[src/include/bfly_cfg.svh]
`ifndef BFLY_CFG_SVH
`define BFLY_CFG_SVH

// sample width at the ports
`define BFLY_SAMPLE_W 18
`define BFLY_LANES 4

// one bit of growth per adder stage
`define BFLY_S1_W 19
`define BFLY_S2_W 20

// block exponent, wraps modulo 16
`define BFLY_EXP_W 4
`define BFLY_MARGIN_W 2

// worst-case growth in bits per radix
`define BFLY_GROWTH_R4 2
`define BFLY_GROWTH_R2 1

`endif

[src/source/bfly_num_pkg.sv]
`include "bfly_cfg.svh"

package bfly_num_pkg;

	typedef logic signed [`BFLY_SAMPLE_W-1:0] sample_t;
	typedef logic signed [`BFLY_S1_W-1:0] sample_s1_t;
	typedef logic signed [`BFLY_S2_W-1:0] sample_s2_t;

	// complex sample at port width
	typedef struct packed {
		sample_t re;
		sample_t im;
	} cplx_t;

	// after the sum/difference stage
	typedef struct packed {
		sample_s1_t re;
		sample_s1_t im;
	} cplx_s1_t;

	// after the radix-4 combine
	typedef struct packed {
		sample_s2_t re;
		sample_s2_t im;
	} cplx_s2_t;

	typedef cplx_t [`BFLY_LANES-1:0] lanes_t;
	typedef cplx_s1_t [`BFLY_LANES-1:0] lanes_s1_t;
	typedef cplx_s2_t [`BFLY_LANES-1:0] lanes_s2_t;

endpackage

[src/source/bfly_ctl_pkg.sv]
`include "bfly_cfg.svh"

package bfly_ctl_pkg;

	// codes match the radix value itself, unknown codes run as radix 4
	typedef enum logic [2:0] {
		RADIX_2 = 3'd2,
		RADIX_4 = 3'd4
	} radix_e;

	// one item as it enters the butterfly
	typedef struct packed {
		bfly_num_pkg::lanes_t lanes;
		radix_e radix;
		logic [`BFLY_MARGIN_W-1:0] margin;
		logic [`BFLY_EXP_W-1:0] exp;
	} bfly_item_t;

	// control that travels alongside the data, one copy per stage
	typedef struct packed {
		logic is_radix4;
		// shift applied by the scaler
		logic [`BFLY_MARGIN_W-1:0] shift;
		// exponent already updated with the growth
		logic [`BFLY_EXP_W-1:0] exp;
	} stage_ctl_t;

endpackage

[src/source/bfly_ctrl.sv]
`include "bfly_cfg.svh"

module bfly_ctrl (
	input  logic clk,
	input  logic rst_n,
	input  logic in_val_i,
	input  bfly_ctl_pkg::radix_e radix_i,
	input  logic [`BFLY_MARGIN_W-1:0] margin_i,
	input  logic [`BFLY_EXP_W-1:0] exp_i,
	output bfly_ctl_pkg::stage_ctl_t s1_ctl_o,
	output bfly_ctl_pkg::stage_ctl_t s2_ctl_o,
	output bfly_ctl_pkg::stage_ctl_t sc_ctl_o,
	output logic out_val_o,
	output logic [`BFLY_EXP_W-1:0] exp_out_o
);

	logic is_radix4;
	logic [`BFLY_MARGIN_W-1:0] worst_growth;
	logic [`BFLY_MARGIN_W-1:0] word_growth;
	// one valid bit per pipeline stage
	logic [2:0] val_q;

	assign is_radix4 = (radix_i != bfly_ctl_pkg::RADIX_2);
	assign worst_growth = is_radix4 ? `BFLY_MARGIN_W'(`BFLY_GROWTH_R4) :
		`BFLY_MARGIN_W'(`BFLY_GROWTH_R2);

	// margin already reserved in the input eats into the growth
	assign word_growth = (worst_growth > margin_i) ? worst_growth - margin_i : '0;

	// stage-1 control is decoded straight from the item
	always_comb begin
		s1_ctl_o.is_radix4 = is_radix4;
		s1_ctl_o.shift = word_growth;
		s1_ctl_o.exp = exp_i + `BFLY_EXP_W'(word_growth);
	end

	always_ff @(posedge clk) begin
		if (!rst_n) begin
			val_q <= '0;
			s2_ctl_o <= '0;
			sc_ctl_o <= '0;
			exp_out_o <= '0;
		end else begin
			val_q <= {val_q[1:0], in_val_i};
			s2_ctl_o <= s1_ctl_o;
			sc_ctl_o <= s2_ctl_o;
			// lands together with the scaled data, held otherwise
			if (val_q[1]) begin
				exp_out_o <= sc_ctl_o.exp;
			end
		end
	end

	assign out_val_o = val_q[2];

endmodule

[src/source/growth_scaler.sv]
`include "bfly_cfg.svh"

module growth_scaler (
	input  logic clk,
	input  logic rst_n,
	input  bfly_num_pkg::lanes_s2_t lanes_i,
	input  bfly_ctl_pkg::stage_ctl_t ctl_i,
	output bfly_num_pkg::lanes_t lanes_o
);

	localparam bfly_num_pkg::sample_t SAT_HI = {1'b0, {(`BFLY_SAMPLE_W-1){1'b1}}};
	localparam bfly_num_pkg::sample_t SAT_LO = {1'b1, {(`BFLY_SAMPLE_W-1){1'b0}}};

	bfly_num_pkg::lanes_t nxt;

	// round half up, then clamp to the port range
	function automatic bfly_num_pkg::sample_t scale(
		input bfly_num_pkg::sample_s2_t v,
		input logic [`BFLY_MARGIN_W-1:0] g
	);
		// one extra bit so the rounding add cannot wrap
		logic signed [`BFLY_S2_W:0] w;
		logic signed [`BFLY_S2_W:0] rnd;
		bfly_num_pkg::sample_t r;
		w = v;
		if (g != '0) begin
			rnd = '0;
			rnd[g - 1] = 1'b1;
			w = (w + rnd) >>> g;
		end
		if (w > SAT_HI) begin
			r = SAT_HI;
		end else if (w < SAT_LO) begin
			r = SAT_LO;
		end else begin
			r = w[`BFLY_SAMPLE_W-1:0];
		end
		return r;
	endfunction

	always_comb begin
		for (int i = 0; i < `BFLY_LANES; i++) begin
			nxt[i].re = scale(lanes_i[i].re, ctl_i.shift);
			nxt[i].im = scale(lanes_i[i].im, ctl_i.shift);
		end
	end

	always_ff @(posedge clk) begin
		if (!rst_n) begin
			lanes_o <= '0;
		end else begin
			lanes_o <= nxt;
		end
	end

endmodule

[src/source/lane_permute_add.sv]
`include "bfly_cfg.svh"

module lane_permute_add (
	input  logic clk,
	input  logic rst_n,
	input  bfly_num_pkg::lanes_t lanes_i,
	input  bfly_ctl_pkg::stage_ctl_t ctl_i,
	output bfly_num_pkg::lanes_s1_t lanes_o
);

	// the two operand pairs after permutation
	bfly_num_pkg::cplx_t pa0, pa1, pb0, pb1;
	bfly_num_pkg::lanes_s1_t nxt;

	function automatic bfly_num_pkg::cplx_s1_t sum_diff(
		input bfly_num_pkg::cplx_t x,
		input bfly_num_pkg::cplx_t y,
		input logic sub
	);
		bfly_num_pkg::cplx_s1_t r;
		if (sub) begin
			r.re = x.re - y.re;
			r.im = x.im - y.im;
		end else begin
			r.re = x.re + y.re;
			r.im = x.im + y.im;
		end
		return r;
	endfunction

	// radix 4 pairs x0/x2 and x1/x3, radix 2 pairs neighbours
	always_comb begin
		pa0 = lanes_i[0];
		pb1 = lanes_i[3];
		if (ctl_i.is_radix4) begin
			pa1 = lanes_i[2];
			pb0 = lanes_i[1];
		end else begin
			pa1 = lanes_i[1];
			pb0 = lanes_i[2];
		end
		// sums low, differences high
		nxt[0] = sum_diff(pa0, pa1, 1'b0);
		nxt[1] = sum_diff(pb0, pb1, 1'b0);
		nxt[2] = sum_diff(pa0, pa1, 1'b1);
		nxt[3] = sum_diff(pb0, pb1, 1'b1);
	end

	always_ff @(posedge clk) begin
		if (!rst_n) begin
			lanes_o <= '0;
		end else begin
			lanes_o <= nxt;
		end
	end

endmodule

[src/source/mixed_radix_bfly.sv]
`include "bfly_cfg.svh"

module mixed_radix_bfly (
	input  logic clk,
	input  logic rst_n,
	input  logic in_val_i,
	input  bfly_ctl_pkg::bfly_item_t in_item_i,
	output logic out_val_o,
	output bfly_num_pkg::lanes_t out_data_o,
	output logic [`BFLY_EXP_W-1:0] exp_out_o
);

	bfly_ctl_pkg::stage_ctl_t s1_ctl;
	bfly_ctl_pkg::stage_ctl_t s2_ctl;
	bfly_ctl_pkg::stage_ctl_t sc_ctl;
	bfly_num_pkg::lanes_s1_t s1_lanes;
	bfly_num_pkg::lanes_s2_t s2_lanes;

	bfly_ctrl u_ctrl (
		.clk       (clk),
		.rst_n     (rst_n),
		.in_val_i  (in_val_i),
		.radix_i   (in_item_i.radix),
		.margin_i  (in_item_i.margin),
		.exp_i     (in_item_i.exp),
		.s1_ctl_o  (s1_ctl),
		.s2_ctl_o  (s2_ctl),
		.sc_ctl_o  (sc_ctl),
		.out_val_o (out_val_o),
		.exp_out_o (exp_out_o)
	);

	// sum/difference pairs, one cycle
	lane_permute_add u_permute_add (
		.clk     (clk),
		.rst_n   (rst_n),
		.lanes_i (in_item_i.lanes),
		.ctl_i   (s1_ctl),
		.lanes_o (s1_lanes)
	);

	radix4_combine u_combine (
		.clk     (clk),
		.rst_n   (rst_n),
		.lanes_i (s1_lanes),
		.ctl_i   (s2_ctl),
		.lanes_o (s2_lanes)
	);

	growth_scaler u_scaler (
		.clk     (clk),
		.rst_n   (rst_n),
		.lanes_i (s2_lanes),
		.ctl_i   (sc_ctl),
		.lanes_o (out_data_o)
	);

endmodule

[src/source/radix4_combine.sv]
module radix4_combine (
	input  logic clk,
	input  logic rst_n,
	input  bfly_num_pkg::lanes_s1_t lanes_i,
	input  bfly_ctl_pkg::stage_ctl_t ctl_i,
	output bfly_num_pkg::lanes_s2_t lanes_o
);

	bfly_num_pkg::cplx_s1_t a, b, c, d;
	bfly_num_pkg::lanes_s2_t nxt;

	always_comb begin
		a = lanes_i[0];
		b = lanes_i[1];
		c = lanes_i[2];
		d = lanes_i[3];
		if (ctl_i.is_radix4) begin
			nxt[0].re = a.re + b.re;
			nxt[0].im = a.im + b.im;
			// c - j*d
			nxt[1].re = c.re + d.im;
			nxt[1].im = c.im - d.re;
			nxt[2].re = a.re - b.re;
			nxt[2].im = a.im - b.im;
			// c + j*d
			nxt[3].re = c.re - d.im;
			nxt[3].im = c.im + d.re;
		end else begin
			// radix 2 just widens and interleaves sum/diff per pair
			nxt[0].re = a.re;
			nxt[0].im = a.im;
			nxt[1].re = c.re;
			nxt[1].im = c.im;
			nxt[2].re = b.re;
			nxt[2].im = b.im;
			nxt[3].re = d.re;
			nxt[3].im = d.im;
		end
	end

	always_ff @(posedge clk) begin
		if (!rst_n) begin
			lanes_o <= '0;
		end else begin
			lanes_o <= nxt;
		end
	end

endmodule

[config.mk]
export PLATFORM = sky130hd
export DESIGN_NAME = mixed_radix_bfly
export DESIGN_NICKNAME = d
export VERILOG_FILES = /design/src/source/bfly_num_pkg.sv /design/src/source/bfly_ctl_pkg.sv /design/src/source/bfly_ctrl.sv /design/src/source/growth_scaler.sv /design/src/source/lane_permute_add.sv /design/src/source/mixed_radix_bfly.sv /design/src/source/radix4_combine.sv
export VERILOG_INCLUDE_DIRS = /design/src /design/src/include
export SDC_FILE = /design/constraint.sdc
export NUM_CORES = 2
export LEC_CHECK = 0
export CAP_MARGIN = 40
export CORE_AREA = 2 2 206 360
export DETAILED_ROUTE_END_ITERATION = 10
export DIE_AREA = 0 0 208 362
export DONT_BUFFER_PORTS = 1
export REMOVE_ABC_BUFFERS = 1
export SETUP_SLACK_MARGIN = 0.3
export SLEW_MARGIN = 15
export SYNTH_ARGS = -nofsm -noshare
export SYNTH_HDL_FRONTEND = slang
export SYNTH_SLANG_ARGS = --single-unit
[constraint.sdc]
create_clock -name clk -period 8.2 [get_ports clk]
set_clock_uncertainty 0.15 [all_clocks]
set_input_delay 0 -clock clk [delete_from_list [all_inputs] [get_ports clk]]
set_output_delay 0 -clock clk [all_outputs]
set_load 0.01 [all_outputs]
# [After elaboration in Yosys (flattened, before gate mapping)]
# Index checks and enable logic that the tools add are counted.
[totals] elab_cells=136 out_inout_bits=149 regBits=476 inputBits=156
[classes] reduce_logical=10 bitwise_logic=1 addsub=27 magnitude_cmp=19 shifts=8 n_mux=31 eq_ne=1
[ops] operator="adder 20 x 21 -> 21 bit" n=8
[ops] operator="greater-than comparator 21 x 18 -> 1 bit, second input constant" n=8
[ops] operator="< comparator 21 x 18 -> 1 bit, second input constant" n=8
[ops] operator="two-way mux 21 bit" n=8
[ops] operator=">>> shifter 21 x 2 -> 21 bit" n=8
[ops] operator="two-way mux 160 bit" n=1
[ops] operator="two-way mux 18 bit" n=8
[ops] operator="two-way mux 17 bit" n=8
[ops] operator="adder 19 x 19 -> 20 bit" n=4
[ops] operator="subtractor 19 x 19 -> 20 bit" n=4
[ops] operator="adder 18 x 18 -> 19 bit" n=4
[ops] operator="subtractor 18 x 18 -> 19 bit" n=4
[ops] operator="two-way mux 36 bit" n=2
[ops] operator="greater-or-equal comparator 32 x 1 -> 1 bit, second input constant" n=1
[ops] operator="< comparator 32 x 6 -> 1 bit, second input constant" n=1
[ops] operator="OR reduction 2 bit" n=8
[ops] operator="demux 1 bit (select 5 bit)" n=1
[ops] operator="adder 4 x 2 -> 4 bit" n=1
[ops] operator="two-way mux 2 bit" n=2
[ops] operator="inequality test 3 x 2 -> 1 bit, second input constant" n=1
[ops] operator="subtractor 2 x 1 -> 3 bit, second input constant" n=1
[ops] operator="greater-than comparator 2 bit" n=1
[ops] operator="nonzero test 2 bit" n=1
[ops] operator="subtractor 2 bit" n=1
[ops] operator="other kinds (3)" n=3

# [Depth between registers and ports, before layout]
[logic_depth] word_depth=11 depth_mapped=19 mapped_depth_nobuf=14

# [Modules after synthesis]
# From an unflattened synthesis, not the netlist that was laid out.
[hier_totals] hier_cells=4846 area_unflattened_um2=38486.9
[modules_own_cells] mod="radix4_combine" seq_area_each_um2=3203.1 area_each_um2=12979.9 cells_each=1709 instances=1
[modules_own_cells] mod="growth_scaler" seq_area_each_um2=2882.8 area_each_um2=12819.8 cells_each=1603 instances=1
[modules_own_cells] mod="lane_permute_add" seq_area_each_um2=2962.8 area_each_um2=11896.4 cells_each=1462 instances=1
[modules_own_cells] mod="bfly_ctrl" seq_area_each_um2=420.4 area_each_um2=790.8 cells_each=72 instances=1

# [Least setup slack after synthesis]
# OpenSTA, ideal clock, no wires.
[synth_path] path_type="reg2reg" startpoint="reg u_ctrl.sc_ctl_o[5] (netlist bit)" endpoint="reg u_scaler.lanes_o[5] (netlist bit)" path_buffers=3 slack_ns=4.067 t_required_ns=7.927 period_less_slack_ns=4.133 arrival_time_ns=3.860 setup_time_ns=0.123 path_stages_with_launch=18 cell_sequence="dfxtp_1 inv_1 clkbuf_1 nand2_1 inv_1 clkbuf_1 ha_1 inv_1 fa_1 and2b_1 o2111ai_4 o31ai_1 o311ai_0 o211a_1 a21o_1 o311ai_4 buf_4 o31ai_2"
[synth_between] elab_chain_len=11 word_cells_on_any_way=14 classes_between="add/sub: 2; order compare: 4; shift: 1; mux: 5; reduce/logical: 2"
[synth_rtl] element="start: declaration" line="bfly_ctrl.sv:12" source="output bfly_ctl_pkg::stage_ctl_t sc_ctl_o,"
[synth_rtl] element="start signal: assignment" line="bfly_ctrl.sv:46" source="sc_ctl_o <= s2_ctl_o;"
[synth_rtl] element="subtractor 2 x 1 -> 3 bit" line="growth_scaler.sv:28" source="rnd[g - 1] = 1'b1;"
[synth_rtl] element="greater-or-equal comparator 32 x 1 -> 1 bit (not written as such) / < comparator 32 x 6 -> 1 bit (equally long branches)" line="growth_scaler.sv:28"
[synth_rtl] element="logical AND 1 bit (not written as such)" line="growth_scaler.sv:28"
[synth_rtl] element="two-way mux 1 bit (not written as such)" line="growth_scaler.sv:28"
[synth_rtl] element="demux 1 bit (select 5 bit)"
[synth_rtl] element="adder 20 x 21 -> 21 bit" line="growth_scaler.sv:29" source="w = (w + rnd) >>> g;"
[synth_rtl] element=">>> shifter 21 x 2 -> 21 bit" line="growth_scaler.sv:29"
[synth_rtl] element="two-way mux 21 bit (*)" line="growth_scaler.sv:26" source="if (g != '0) begin"
[synth_rtl] element="< comparator 21 x 18 -> 1 bit" line="growth_scaler.sv:33" source="end else if (w < SAT_LO) begin"
[synth_rtl] element="two-way mux 18 bit" line="growth_scaler.sv:33"
[synth_rtl] element="two-way mux 17 bit (*)" line="growth_scaler.sv:31" source="if (w > SAT_HI) begin"
[synth_rtl] element="end signal: assignment" line="growth_scaler.sv:52" source="lanes_o <= nxt;"
[synth_rtl] element="end: declaration" line="growth_scaler.sv:8" source="output bfly_num_pkg::lanes_t lanes_o"
# Mark *: on every way between the ends. The rest lies on a longest branch, timed or not.
# A chain may end at the register's enable or synchronous reset.

# [Worst setup path after layout]
[layout_path] startpoint="in in_item_i[6] (netlist bit)" endpoint="reg u_permute_add.lanes_o[70] (netlist bit)"
[layout_between] elab_chain_len=3
[layout_rtl] element="start: declaration" line="mixed_radix_bfly.sv:7" source="input bfly_ctl_pkg::bfly_item_t in_item_i,"
[layout_rtl] element="inequality test 3 x 2 -> 1 bit" line="bfly_ctrl.sv:23" source="assign is_radix4 = (radix_i != bfly_ctl_pkg::RADIX_2);"
[layout_rtl] element="two-way mux 36 bit" line="lane_permute_add.sv:35" source="if (ctl_i.is_radix4) begin"
[layout_rtl] element="adder 18 x 18 -> 19 bit" line="lane_permute_add.sv:25" source="r.re = x.re + y.re;"
[layout_rtl] element="end signal: assignment" line="lane_permute_add.sv:53" source="lanes_o <= nxt;"
[layout_rtl] element="end: declaration" line="lane_permute_add.sv:8" source="output bfly_num_pkg::lanes_s1_t lanes_o"
# Every way passes these cells.

==> impl_metrics.prom <==
# TYPE chip_impl_metric gauge
chip_impl_metric{name="postLayoutSetupSlackWorst",unit="ns"} 1.79
chip_impl_metric{name="final.min_clock_period",unit="ns"} 6.41
chip_impl_info{name="grt_setup_unrepaired",value="false"} 1
chip_impl_metric{name="number_of_flip_flops_and_latches_in_the_synthesized_netlist",unit=""} 472
chip_impl_metric{name="share_of_layout_cells_above_drive_strength_1",unit=""} 0.0685
chip_impl_metric{name="worstPathArrival",unit="ns"} 6.73
chip_impl_metric{name="post_synth_inst_count",unit=""} 4506
chip_impl_metric{name="floorplan.initialDensity",unit=""} 0.497
chip_impl_metric{name="cap_viol_max_count",unit=""} 0
chip_impl_metric{name="p_leak",unit="nW"} 17.1
chip_impl_metric{name="design.core.area",unit="sq um"} 72400
chip_impl_metric{name="postCtsSetupRepairBufs",unit=""} 0
chip_impl_info{name="critical_path.top_delay_family",value="buffers and inverters"} 1
chip_impl_metric{name="num-nets-final",unit=""} 5184
chip_impl_metric{name="detail_route.iter0.violations",unit=""} 1963
chip_impl_metric{name="remaining_drc_errors",unit=""} 0
chip_impl_metric{name="die-height",unit="um"} 362
chip_impl_info{name="critical_path.startpoint_type",value="input port"} 1
chip_impl_metric{name="place.detailed.hpwl",unit="mm"} 91.6
chip_impl_metric{name="synthArstFlopShare",unit=""} 0
chip_impl_metric{name="yosysWarnings",unit=""} 0
chip_impl_metric{name="cts_buffer_depth",unit=""} 3
chip_impl_info{name="outcome",value="complete, no violations"} 1
chip_impl_metric{name="cts_max_level",unit=""} 2
chip_impl_info{name="timing.critical_path.to_type",value="flip-flop"} 1
chip_impl_metric{name="cts_buffers",unit=""} 48
chip_impl_metric{name="grt_start_max_net_pins",unit=""} 143
chip_impl_metric{name="vdd.ir_drop.worst",unit="V"} 0.000162
chip_impl_metric{name="via_per_inst",unit=""} 5.88
chip_impl_metric{name="count_of_input_and_output_buffers",unit=""} 0
chip_impl_metric{name="hold_viol_final",unit=""} 0
chip_impl_metric{name="die_area",unit="sq um"} 75300
chip_impl_info{name="hold_path.class",value="input port to flip-flop"} 1
chip_impl_metric{name="worstPathBufferInverterCount",unit=""} 8
chip_impl_metric{name="final_non_filler_cell_total",unit=""} 5654
chip_impl_info{name="synth.cells.most_frequent",value="493 x nor2_1, 472 x dfxtp_1, 352 x inv_1, 329 x o21ai_0, 327 x a21oi_1"} 1
chip_impl_metric{name="number_of_top_level_pins",unit=""} 305
chip_impl_metric{name="regToRegSetupSlack",unit="ns"} 2.76
chip_impl_info{name="rr_startpoint",value="u_ctrl.sc_ctl_o[5]$_SDFF_PN0_"} 1
chip_impl_info{name="worst-setup-path-type",value="input port to flip-flop"} 1
chip_impl_info{name="worst_path_most_repeated_cell",value="dlygate4sd3_1"} 1
chip_impl_metric{name="max_clock_freq",unit="GHz"} 0.156
chip_impl_metric{name="drt_first_pass_iters",unit=""} 6
chip_impl_info{name="yosys.cell_count.top_type",value="nor2_1"} 1
chip_impl_metric{name="via_count_of_the_first_global_routing_pass",unit=""} 33267
chip_impl_metric{name="syn_area_cell",unit="sq um"} 7.99
chip_impl_metric{name="synth.distinct_cells",unit=""} 101
chip_impl_metric{name="post_cts_clock_slew_at_the_launch_and_capture_registers_of_the_worst_setup_and_hold_paths",unit="ns"} 0.06
chip_impl_metric{name="slew_violations",unit=""} 0
chip_impl_metric{name="fillerInstances",unit=""} 6666
chip_impl_metric{name="syn_to_final_growth",unit="%"} 15.5
chip_impl_info{name="worst_hold_startpoint",value="in_item_i[82]"} 1
chip_impl_metric{name="timing.critical_path.slowest_cell_delay",unit="ns"} 0.58
chip_impl_metric{name="gp_congestion",unit=""} 0.957
chip_impl_info{name="synth_ff_type",value="dfxtp_1"} 1
chip_impl_metric{name="place.detailed.instances",unit=""} 5218
chip_impl_metric{name="synth_top_area_frac",unit=""} 0.263
chip_impl_metric{name="grt.total_usage",unit=""} 0.309
chip_impl_metric{name="post_dr_wirelength_cell",unit="um"} 21.2
chip_impl_metric{name="power-per-cell-area",unit="nW/um^2"} 218
chip_impl_info{name="crit_chain",value="dlygate4sd3_1 > nor3b_2 > dlygate4sd3_1 > buf_4 > buf_4 > mux2_2 > dlygate4sd3_1 > ha_1 > nor3_1 > and3_1 > a211oi_1 > o211ai_1 > dlygate4sd3_1 > nor2_1 > dlygate4sd3_1 > xnor2_1 > dlygate4sd3_1 > nor2_1"} 1
chip_impl_metric{name="clkSinkCount",unit=""} 472
chip_impl_metric{name="synthesis.area",unit="sq um"} 36000
chip_impl_metric{name="actual_slew_at_the_worst_max_slew_pin",unit="ns"} 0.859
chip_impl_metric{name="cp_data_required_time",unit="ns"} 8.52
chip_impl_info{name="post_synth_main_area_contributors",value="dfxtp_1 26%, ha_1 11%, xnor2_1 6.4%"} 1
chip_impl_metric{name="clock_insertion_delay_worst_skew",unit="ns"} 0.63
chip_impl_info{name="synth_largest_area_cell",value="dfxtp_1"} 1
chip_impl_metric{name="remaining_global_route_overflow",unit=""} 0
chip_impl_metric{name="die_outline_width",unit="um"} 208
chip_impl_metric{name="antenna_violating_nets_post_route",unit=""} 0
chip_impl_metric{name="rows",unit=""} 131
chip_impl_metric{name="vias",unit=""} 33243
chip_impl_metric{name="slew_headroom",unit=""} 0.426
chip_impl_metric{name="setup_viol_count_final",unit=""} 0
chip_impl_metric{name="critical_path.max_fanout",unit=""} 38
chip_impl_metric{name="synth_seq_area_share",unit=""} 0.263
chip_impl_metric{name="grt_first_pass_wirelength",unit="mm"} 185
chip_impl_metric{name="initial_antenna_violation_count",unit=""} 11
chip_impl_metric{name="synth-edff-count",unit=""} 0
chip_impl_metric{name="preCtsSetupSlack",unit="ns"} 2.81
chip_impl_info{name="setup.worst_path.start",value="in_item_i[6]"} 1
chip_impl_metric{name="wirelength",unit="mm"} 120
chip_impl_info{name="slowest_stage",value="dlygate4sd3_1"} 1
chip_impl_info{name="cts_tree",value="done"} 1
chip_impl_metric{name="final.period_utilization",unit=""} 0.782
chip_impl_metric{name="final.hold.worst_slack",unit="ns"} 0.0221
chip_impl_info{name="cts.root.buffer_cell",value="clkbuf_16"} 1
chip_impl_metric{name="sum_of_negative_setup_slack",unit="ns"} 0
## per-layer routing
layer	track usage	up-vias	part of all wire
li1	-	16108	-
met2	0.561	1050	0.50
met1	0.353	15770	0.39
met5	0	-	0.00043
met4	0.151	10	0.052
met3	0.0451	305	0.054
## registers in the layout (all words and copies together) (netlist names)
name,count
u_ctrl.exp_out_o,4
u_permute_add.lanes_o,148
u_combine.lanes_o,160
u_ctrl.s2_ctl_o,7
u_ctrl.sc_ctl_o,6
u_scaler.lanes_o,144
u_ctrl.val_q,3
## metrics by stage
step / power, W / instance area [sq um] / util
CTS: 0.00906 / 41500 / 0.573
global placement: 0.00642 / 36400 / 0.502
finish: 0.00907 / 41600 / 0.574
floorplan: 0.00553 / 35000 / -
global route: 0.00959 / 41600 / 0.574
detailed placement: 0.00644 / 36400 / 0.503
## worst paths after layout
check,endpoint,depth (start not counted)
setup / recovery,u_permute_add.lanes_o[70]$_SDFF_PN0_,18
hold reg to reg,u_ctrl.sc_ctl_o[2]$_SDFF_PN0_,1
hold / removal,u_permute_add.lanes_o[3]$_SDFF_PN0_,7
setup reg to reg,u_scaler.lanes_o[1]$_SDFF_PN0_,15
## final cells by class
class	count	area, sq um	share of cell area
Timing Repair Buffer	373	3710	0.0894
Tap cell	931	1160	0.0280
Multi-Input combinational cell	3429	24200	0.582
Clock inverter	22	270	0.00650
Clock buffer	67	1420	0.0340
Inverter	354	1330	0.0321
Antenna cell	6	15.0	0.000361
Sequential cell	472	9460	0.228
## cell families (layout without fill, tap and decap cells)
logic type	Yosys count	after routing	synth area share
other	0	6	0
muxes	192	192	0.0723
DFF	472	472	0.263
adders and majority gates	350	350	0.127
and+or+nand+nor	1333	1333	0.177
AOI/OAI and AO/OA	1214	1214	0.213
xor gates and xnor gates	340	340	0.0828
buffers and inverters	605	816	0.0653
## layout by cell type (no fill, tap or decap), types with 46 or more instances in the layout
cell type	instances
nand2_1	261
clkbuf_16	50
mux2i_1	64
nor2_1	491
nor2b_1	48
mux4_2	46
nand2b_1	60
nand3_1	93
dfxtp_1	469
a21oi_1	327
a21o_1	55
and3_1	49
mux2_2	81
inv_1	350
a211oi_1	87
o21ai_0	329
xnor2_1	261
a31oi_1	65
xor2_1	79
ha_1	324
nor3_1	105
and2_1	49
dlygate4sd3_1	337
## power by group
part,switching (W),internal [W],total (W)
Clock,0.000999,0.00137,0.00237
Sequential,0.000567,0.00273,0.00330
Combinational,0.00190,0.00150,0.00340
## worst register-to-register path, stage by stage, from the launching register on
cell and delay (ns):
dfxtp_4 0.34, inv_2 0.44, nand2_1 0.13, buf_4 0.27, inv_1 0.35, buf_4 0.39, ha_1 0.29, inv_1 0.06
fa_1 0.40, and2b_1 0.31, o2111ai_4 0.18, or3_1 0.43, and3_1 0.22, a2111oi_0 0.37, or3_1 0.67, o21ai_0 0.25
## timing repair
item,4_1_cts,5_1_grt
hold buffers,337,1
hold endpoints to repair,390,17
gates resized for setup,0,0
No activity file was read; power rests on OpenSTA's default activity.
